`config.mk`:
```
export PLATFORM = sky130hd
export DESIGN_NAME = aluPipe
export DESIGN_NICKNAME = d
export VERILOG_FILES = /design/src/hdl/coreTypesPkg.sv /design/src/hdl/isaPkg.sv /design/src/hdl/aluPipe.sv /design/src/hdl/aluStage.sv /design/src/hdl/decodeStage.sv /design/src/hdl/operandStage.sv
export VERILOG_INCLUDE_DIRS = /design/src /design/src/include
export SDC_FILE = /design/constraint.sdc
export NUM_CORES = 2
export LEC_CHECK = 0
export ABC_AREA = 1
export BUFFER_PORTS_ARGS = -buffer_cell sky130_fd_sc_hd__buf_2
export CORE_MARGIN = 4
export CORE_UTILIZATION = 45
export CTS_CLUSTER_SIZE = 8
export DETAILED_ROUTE_END_ITERATION = 10
export PLACE_DENSITY_LB_ADDON = 0.05
export SETUP_SLACK_MARGIN = 0.2
export SLEW_MARGIN = 20
export SYNTH_ARGS = -nofsm -noshare
export SYNTH_HDL_FRONTEND = slang
export SYNTH_SLANG_ARGS = --single-unit
```
`constraint.sdc`:
```
create_clock -name clk -period 112.4 [get_ports clk]
set_input_delay 11.24 -clock clk [delete_from_list [all_inputs] [get_ports clk]]
set_output_delay 11.24 -clock clk [all_outputs]
set_load 0.005 [all_outputs]
```
`src/include/coreCfg.svh`:
```
`ifndef CORE_CFG_SVH
`define CORE_CFG_SVH

// Datapath word
`define DATA_WIDTH 32

// Architectural register file
`define REG_COUNT 16
`define REG_INDEX_WIDTH 4     // Enough to address REG_COUNT entries

// Top field of every instruction word
`define OPCODE_WIDTH 5

// Instruction memory address, zero-extended when used as data
`define PC_WIDTH 16

`endif

```
`src/hdl/coreTypesPkg.sv`:
```
`include "coreCfg.svh"

package coreTypesPkg;

    // Plain data word, the ALU treats it as unsigned
    typedef logic [`DATA_WIDTH-1:0] data_t;

    typedef logic [`PC_WIDTH-1:0] pc_t;               // Instruction address

    typedef logic [`REG_INDEX_WIDTH-1:0] regIndex_t;  // Register number, r0 included

endpackage

```
`src/hdl/isaPkg.sv`:
```
`include "coreCfg.svh"

package isaPkg;
    import coreTypesPkg::*;

    // Field sizes left over after opcode and register indices
    localparam int immWidth    = `DATA_WIDTH - `OPCODE_WIDTH - 2 * `REG_INDEX_WIDTH;
    localparam int unusedWidth = immWidth - `REG_INDEX_WIDTH;

    typedef enum logic [`OPCODE_WIDTH-1:0] {
        // Register-register
        ADD  = 0,
        SUB  = 1,
        MUL  = 2,
        DIV  = 3,
        ABS  = 4,
        SLT  = 5,
        SGT  = 6,
        SEQ  = 7,
        SNEZ = 8,
        MIN  = 9,
        SLL  = 10,
        // Register-immediate
        ADDI = 11,
        MULI = 12,
        DIVI = 13,
        SLLI = 14,
        // Control flow, value only
        BEQZ = 15,
        JAL  = 16       // Highest legal code
    } opcode_e;

    // R layout, opcode at the top
    typedef struct packed {
        opcode_e                opcode;
        regIndex_t              rd;
        regIndex_t              rs1;
        regIndex_t              rs2;
        logic [unusedWidth-1:0] unused;  // Don't care
    } rTypeFields_t;

    // I layout, immediate replaces rs2 and the unused bits
    typedef struct packed {
        opcode_e             opcode;
        regIndex_t           rd;
        regIndex_t           rs1;
        logic [immWidth-1:0] imm;        // Two's complement
    } iTypeFields_t;

    // One word, two views
    typedef union packed {
        rTypeFields_t r;
        iTypeFields_t i;
    } isaWord_u;

    // Opcodes that carry an immediate
    function automatic logic isIType(opcode_e op);
        case (op)
            ADDI, MULI, DIVI, SLLI, BEQZ, JAL: return 1'b1;
            default:                           return 1'b0;
        endcase
    endfunction

    function automatic logic isIllegal(opcode_e op);
        return op > JAL;    // Codes 17 and up
    endfunction

    function automatic data_t signExtendImm(logic [immWidth-1:0] imm);
        return {{(`DATA_WIDTH - immWidth){imm[immWidth-1]}}, imm};
    endfunction

endpackage

```
`src/hdl/aluPipe.sv`:
```
`include "coreCfg.svh"

module aluPipe
    import coreTypesPkg::*, isaPkg::*;
(
    input  logic                   clk,
    input  logic                   reset,
    input  logic                   hold,
    input  logic                   issue,
    input  logic [`DATA_WIDTH-1:0] instrWord,
    input  pc_t                    pc,
    output logic                   resultValid,
    output data_t                  resultData,
    output regIndex_t              resultRd,
    output logic                   illegalOp
);

    // Decode to operand read
    logic      decValid;
    opcode_e   decOp;
    regIndex_t decRd;
    regIndex_t decRs1;
    regIndex_t decRs2;
    data_t     decImm;
    pc_t       decPc;
    logic      decIllegal;

    // Operand read to execute
    logic      opValid;
    logic      opIllegal;
    opcode_e   opOp;
    regIndex_t opRd;
    data_t     opA;
    data_t     opB;
    data_t     opImm;
    pc_t       opPc;

    decodeStage decode (
        .clk        (clk),
        .reset      (reset),
        .hold       (hold),
        .issue      (issue),
        .instrWord  (instrWord),        // Viewed through the union inside
        .pc         (pc),
        .decValid   (decValid),
        .decOp      (decOp),
        .decRd      (decRd),
        .decRs1     (decRs1),
        .decRs2     (decRs2),
        .decImm     (decImm),
        .decPc      (decPc),
        .decIllegal (decIllegal)
    );

    operandStage operand (
        .clk         (clk),
        .reset       (reset),
        .hold        (hold),
        .decValid    (decValid),
        .decOp       (decOp),
        .decRd       (decRd),
        .decRs1      (decRs1),
        .decRs2      (decRs2),
        .decImm      (decImm),
        .decPc       (decPc),
        .decIllegal  (decIllegal),
        .resultValid (resultValid),     // Writeback loop
        .resultData  (resultData),
        .resultRd    (resultRd),
        .opValid     (opValid),
        .opIllegal   (opIllegal),
        .opOp        (opOp),
        .opRd        (opRd),
        .opA         (opA),
        .opB         (opB),
        .opImm       (opImm),
        .opPc        (opPc)
    );

    aluStage execute (
        .clk         (clk),
        .reset       (reset),
        .hold        (hold),
        .opValid     (opValid),
        .opIllegal   (opIllegal),
        .opOp        (opOp),
        .opRd        (opRd),
        .opA         (opA),
        .opB         (opB),
        .opImm       (opImm),
        .opPc        (opPc),
        .resultValid (resultValid),
        .resultData  (resultData),
        .resultRd    (resultRd),
        .illegalOp   (illegalOp)
    );

endmodule

```
`src/hdl/aluStage.sv`:
```
`include "coreCfg.svh"

module aluStage
    import coreTypesPkg::*, isaPkg::*;
(
    input  logic      clk,
    input  logic      reset,
    input  logic      hold,
    input  logic      opValid,
    input  logic      opIllegal,
    input  opcode_e   opOp,
    input  regIndex_t opRd,
    input  data_t     opA,
    input  data_t     opB,
    input  data_t     opImm,
    input  pc_t       opPc,
    output logic      resultValid,
    output data_t     resultData,
    output regIndex_t resultRd,
    output logic      illegalOp
);

    localparam int shiftWidth = $clog2(`DATA_WIDTH);

    data_t                 srcB;
    data_t                 aluOut;
    logic [shiftWidth-1:0] shiftAmount;

    // Immediate replaces B for the I forms
    assign srcB        = isIType(opOp) ? opImm : opB;
    assign shiftAmount = srcB[shiftWidth-1:0];          // Only the low bits count

    always_comb begin
        case (opOp)
            ADD, ADDI: aluOut = opA + srcB;              // Wraps modulo 2^32
            SUB:       aluOut = opA - srcB;
            MUL, MULI: aluOut = opA * srcB;              // Low word of the product
            DIV, DIVI: aluOut = (srcB == '0) ? '1 : opA / srcB;
            ABS:       aluOut = {1'b0, opA[`DATA_WIDTH-2:0]};  // Sign bit cleared
            SLT:       aluOut = data_t'(opA < srcB);
            SGT:       aluOut = data_t'(opA > srcB);
            SEQ:       aluOut = data_t'(opA == srcB);
            SNEZ:      aluOut = data_t'(opA != '0);
            MIN:       aluOut = (opA < srcB) ? opA : srcB;
            SLL, SLLI: aluOut = opA << shiftAmount;
            // Branch condition only, no redirect here
            BEQZ:      aluOut = data_t'(opA == '0);
            JAL:       aluOut = data_t'(opPc) + opImm;   // Target, pc zero-extended
            default:   aluOut = '0;                      // Illegal codes, never written
        endcase
    end

    // Strobes, one cycle per instruction unless frozen
    always_ff @(posedge clk) begin
        if (reset) begin
            resultValid <= 1'b0;
            illegalOp   <= 1'b0;
        end else if (!hold) begin
            resultValid <= opValid && !opIllegal;
            illegalOp   <= opValid && opIllegal;
        end
    end

    // Result payload
    always_ff @(posedge clk) begin
        if (!hold && opValid) begin
            resultData <= aluOut;
            resultRd   <= opRd;
        end
    end

endmodule

```
`src/hdl/decodeStage.sv`:
```
module decodeStage
    import coreTypesPkg::*, isaPkg::*;
(
    input  logic      clk,
    input  logic      reset,
    input  logic      hold,
    input  logic      issue,
    input  isaWord_u  instrWord,
    input  pc_t       pc,
    output logic      decValid,
    output opcode_e   decOp,
    output regIndex_t decRd,
    output regIndex_t decRs1,
    output regIndex_t decRs2,
    output data_t     decImm,
    output pc_t       decPc,
    output logic      decIllegal
);

    opcode_e   wordOp;
    logic      wordIType;
    regIndex_t wordRd;
    regIndex_t wordRs1;
    regIndex_t wordRs2;
    data_t     wordImm;

    // Opcode, rd and rs1 sit in the same bits of both layouts
    assign wordOp    = instrWord.r.opcode;
    assign wordRd    = instrWord.r.rd;
    assign wordRs1   = instrWord.r.rs1;
    assign wordIType = isIType(wordOp);

    // Second source or immediate per layout
    always_comb begin
        if (wordIType) begin
            wordRs2 = '0;                                   // No second source
            wordImm = signExtendImm(instrWord.i.imm);
        end else begin
            wordRs2 = instrWord.r.rs2;
            wordImm = '0;                                   // Immediate unused for R ops
        end
    end

    // Stage valid
    always_ff @(posedge clk) begin
        if (reset) begin
            decValid <= 1'b0;
        end else if (!hold) begin
            decValid <= issue;                              // Bubble when nothing issued
        end
    end

    // Decoded fields held until the next accepted word
    always_ff @(posedge clk) begin
        if (!hold && issue) begin
            decOp      <= wordOp;
            decRd      <= wordRd;
            decRs1     <= wordRs1;
            decRs2     <= wordRs2;
            decImm     <= wordImm;
            decPc      <= pc;
            decIllegal <= isIllegal(wordOp);                // Rides along with the word
        end
    end

endmodule

```
`src/hdl/operandStage.sv`:
```
`include "coreCfg.svh"

module operandStage
    import coreTypesPkg::*, isaPkg::*;
(
    input  logic      clk,
    input  logic      reset,
    input  logic      hold,
    // From decode
    input  logic      decValid,
    input  opcode_e   decOp,
    input  regIndex_t decRd,
    input  regIndex_t decRs1,
    input  regIndex_t decRs2,
    input  data_t     decImm,
    input  pc_t       decPc,
    input  logic      decIllegal,
    // Writeback and forward source
    input  logic      resultValid,
    input  data_t     resultData,
    input  regIndex_t resultRd,
    // To execute
    output logic      opValid,
    output logic      opIllegal,
    output opcode_e   opOp,
    output regIndex_t opRd,
    output data_t     opA,
    output data_t     opB,
    output data_t     opImm,
    output pc_t       opPc
);

    data_t     regFile [`REG_COUNT];
    regIndex_t opRs1;
    regIndex_t opRs2;
    logic      writeEn;
    logic      fwdA;
    logic      fwdB;

    // Results retire only on a moving edge
    assign writeEn = resultValid && !hold;

    // Register file, one write port
    always_ff @(posedge clk) begin
        if (reset) begin
            for (int i = 0; i < `REG_COUNT; i++) begin
                regFile[i] <= '0;
            end
        end else if (writeEn) begin
            regFile[resultRd] <= resultData;
        end
    end

    // Stage valid
    always_ff @(posedge clk) begin
        if (reset) begin
            opValid <= 1'b0;
        end else if (!hold) begin
            opValid <= decValid;
        end
    end

    // Fields and source indices move one stage
    always_ff @(posedge clk) begin
        if (!hold && decValid) begin
            opIllegal <= decIllegal;
            opOp      <= decOp;
            opRd      <= decRd;
            opRs1     <= decRs1;
            opRs2     <= decRs2;
            opImm     <= decImm;
            opPc      <= decPc;
        end
    end

    // Previous instruction is still on the result bus, not yet in the file
    assign fwdA = resultValid && (resultRd == opRs1);
    assign fwdB = resultValid && (resultRd == opRs2);

    // Operand read during the execute cycle
    assign opA = fwdA ? resultData : regFile[opRs1];
    assign opB = fwdB ? resultData : regFile[opRs2];   // rs2 is r0 for I ops, value ignored

endmodule

```
==> run metrics <==
status finished clean; Hold Buf Count CTS 0; Longest Clk Path Bufs 3; post-synthesis adder-cell area fraction 20.52%; mux cell area share after synthesis 0.05955%; Routed Antenna Nets 0; post-synth top area cell edfxtp_1; global placement routability congestion 1.009; Netlist cell types 80; WP data required 112860 ps; core area 185600 µm²; Worst setup EP type flop; final WL 373.1 mm; headroom to the max-slew limit 17.50%; Initial Utilization 45.28%; Hold Path Stages 0; Syn-to-layout area delta 5.663%; GR Overflow Total 0; via count 83273; CP Launch Type flop; XOR/XNOR share of the synthesized area 4.220%; critical path's largest stage delay 950 ps; Power Total 2.121 mW; peak supply drop 0.00006943 V; count of input and output buffers 89; largest net degree at the start of global routing 168; min cycle time layout 98780 ps; CP most frequent cell nand2_1; hold path start decode.decPc[13]$_DFFE_PP_; Hold WC Path Type reg2reg; Syn Inst Count 11866; CTS buffer count 95; R2R depth 649; setup TNS 0 ps; Synth Area in Simple Gates 28.40%; die area 193800 µm²; RSZ-0062 raised after global routing false; clk_lat worst skew 700 ps; EDFF count, synth 654; placed inst area 86160 µm²; sequential fraction of the synthesis area 23.65%; Endpoint, Worst Hold operand.opPc[13]$_DFFE_PP_; initial antenna violation count 18; Post-synth top flop edfxtp_1; FILL cells 18702; crit path DAT 99240 ps; MaxCap Viol Count 0; # rows 158; Die H 440.2 µm; width of the die 440.2 µm; Area contributors post-synth edfxtp_1 23%, nand2_1 14%, ha_1 11%, fa_1 9.8%, inv_1 7.1%; Pins Over Slew Limit 0; Mapped Area 84050 µm²; Post-synth ARST share 0%; Final Cycle Share 87.89%; DP HPWL 259.1 mm; Avg WL per Cell 26.22 µm; CP max-delay cell buf_4; post-route cell area 88810 µm²; R2R Setup Slk 13620 ps; fin nets 12905; Setup Buffers After CTS 0; Final Hold Vio Count 0; Final Setup Violations 0; pwr dens 23.88 nW/µm²; post-cts resize count 0; vias in the first global route 78847; Worst-Margin Slew 1225 ps; FF-to-FF End execute.resultData[0]$_DFFE_PP_; syn_nets 13050; clock root cell clkbuf_16; Remaining DRCs 0; first-pass GRT wire length 535.5 mm; TritonCTS clock tree yes; largest family of logic cells by synthesized area simple AND/OR/NAND/NOR gates; critical path fanouts, max 88; fmax 0.01012 GHz; skew final 45.29 ps; Static Leak 44.06 nW; compound-cell area share of the yosys netlist 11.83%; gr usage total 37.57%; post-synth top area share 23.37%; clock-pin slew on the worst setup and hold paths 80 ps; I/O pin total 90; H-tree depth 3; DR iter-0 viols 9642; Num Clock Sinks 666; critical path class reg2reg; syn_area_per_cell 7.083 µm²; 1st-pass router iterations 7; Yosys reg bits 666; yosys warns 0; layout cell share with drive strength beyond 1 6.864%; vias per cell 5.852
==> placed cells by master (no fill, tap or decap), types with 16 or more instances in the layout <==
master	instances
a211oi_1	24
a21o_1	30
a21oi_1	660
a21oi_2	16
a31oi_1	28
and2_1	16
buf_2	89
buf_4	187
clkbuf_16	95
clkinv_1	52
edfxtp_1	654
fa_1	411
ha_1	721
inv_1	1570
inv_2	57
nand2_1	3108
nand2_2	92
nand2_4	26
nand3_1	905
nand3_2	16
nand4_1	68
nor2_1	1263
nor2_2	21
nor3_1	67
nor4_1	19
o2111ai_1	32
o211ai_1	67
o21a_1	26
o21ai_0	445
o21ai_1	148
o21ai_2	48
o21bai_1	39
o221ai_1	21
o22ai_1	23
o31ai_1	26
or2_2	95
xnor2_1	160
xor2_1	245
==> per-layer routing <==
| layer | track usage (%) | part of all wire, % | up-vias |
|---|---|---|---|
| met4 | 22.10 | 7.4 | 10 |
| li1 | - | - | 38086 |
| met3 | 7.203 | 10 | 1071 |
| met2 | 56.88 | 42 | 4685 |
| met5 | 0 | 0.016 | - |
| met1 | 49.92 | 40 | 39421 |
==> kinds of logic (layout without fill, tap and decap cells) <==
family                     Yosys count  after routing
and+or+nand+nor                   5738           5738
buffers and inverters             2203           2079
AOI/OAI and AO/OA                 1717           1717
adders and majority gates         1132           1132
DFF                                666            666
xor gates and xnor gates           405            405
muxes                                5              5
other                                0              7
==> worst max-delay path by stage <==
stage / startpoint / slack (ps) / depth (start not counted) / endpoint
after floorplan: flop / 34250 / 688 / execute.resultData[0]$_DFFE_PP_
after global placement: flop / 18010 / 647 / execute.resultData[0]$_DFFE_PP_
after detailed placement: flop / 15440 / 660 / execute.resultData[0]$_DFFE_PP_
after CTS: flop / 15070 / 661 / execute.resultData[0]$_DFFE_PP_
after global routing: flop / 1830 / 666 / execute.resultData[0]$_DFFE_PP_
final: flop / 13620 / 649 / execute.resultData[0]$_DFFE_PP_
==> report_power, final <==
part	leakage [nW]	total, mW	switching, mW	internal (mW)
clock	1.27	0.270	0.116	0.154
sequential	6.67	0.292	0.00673	0.285
combinational	36.1	1.56	0.999	0.560
==> layout make-up <==
cell class | instances | area (µm²) | area share [%]
diodes | 7 | 17.52 | 0.01972
clock buffers | 108 | 2426 | 2.732
clock inverters | 10 | 200.2 | 0.2254
inverters | 1684 | 6340 | 7.139
multi-input cells | 8997 | 54950 | 61.88
flip-flops and latches | 666 | 19900 | 22.41
well taps | 2480 | 3103 | 3.494
repair buffers | 277 | 1869 | 2.105
==> registers in the layout, indices dropped and copies added, names as in the netlist, 5 cells and up, named ones only <==
signal              cells
operand.regFile       512
operand.opImm          19
decode.decImm          19
execute.resultData     32
operand.opPc           16
operand.opOp            5
decode.decOp            5
decode.decPc           16
==> cell usage after synthesis, types with 39 or more instances <==
cell and count:
o21ai_1 149, xor2_1 245, o21bai_1 39, o21ai_0 457, buf_2 92, buf_4 87
xnor2_1 160, nand2_1 3142, nor3_1 68, buf_6 75, a21oi_1 660, nand3_1 905
nand4_1 68, inv_2 54, inv_1 1579, fa_1 411, clkbuf_1 204, nand2_2 73
edfxtp_1 654, ha_1 721, nor2_1 1265, clkinv_1 51, o211ai_1 67, or2_2 95
==> critical path, delay by kind of cell (launching register included) <==
kind | cells | cell delay (ps)
AOI/OAI and AO/OA | 206 | 38230
and+or+nand+nor | 305 | 35320
DFF | 1 | 450
buffers and inverters | 107 | 13860
adders and majority gates | 31 | 10390
==> per-stage QoR <==
stage | instances | hold slack (ps) | utilization [%] | worst slack [ps]
finish | 14229 | 413.7 | 47.84 | 13620
global route | 14224 | 418.2 | 47.83 | 1826
CTS | 14222 | 412.6 | 47.83 | 15070
detailed placement | 14104 | 404.5 | 46.41 | 15440
global placement | 14104 | 402.6 | 46.41 | 18010
floorplan | 11866 | 400.3 | - | 34250
Note: power is estimated with default switching activity, not from simulation.
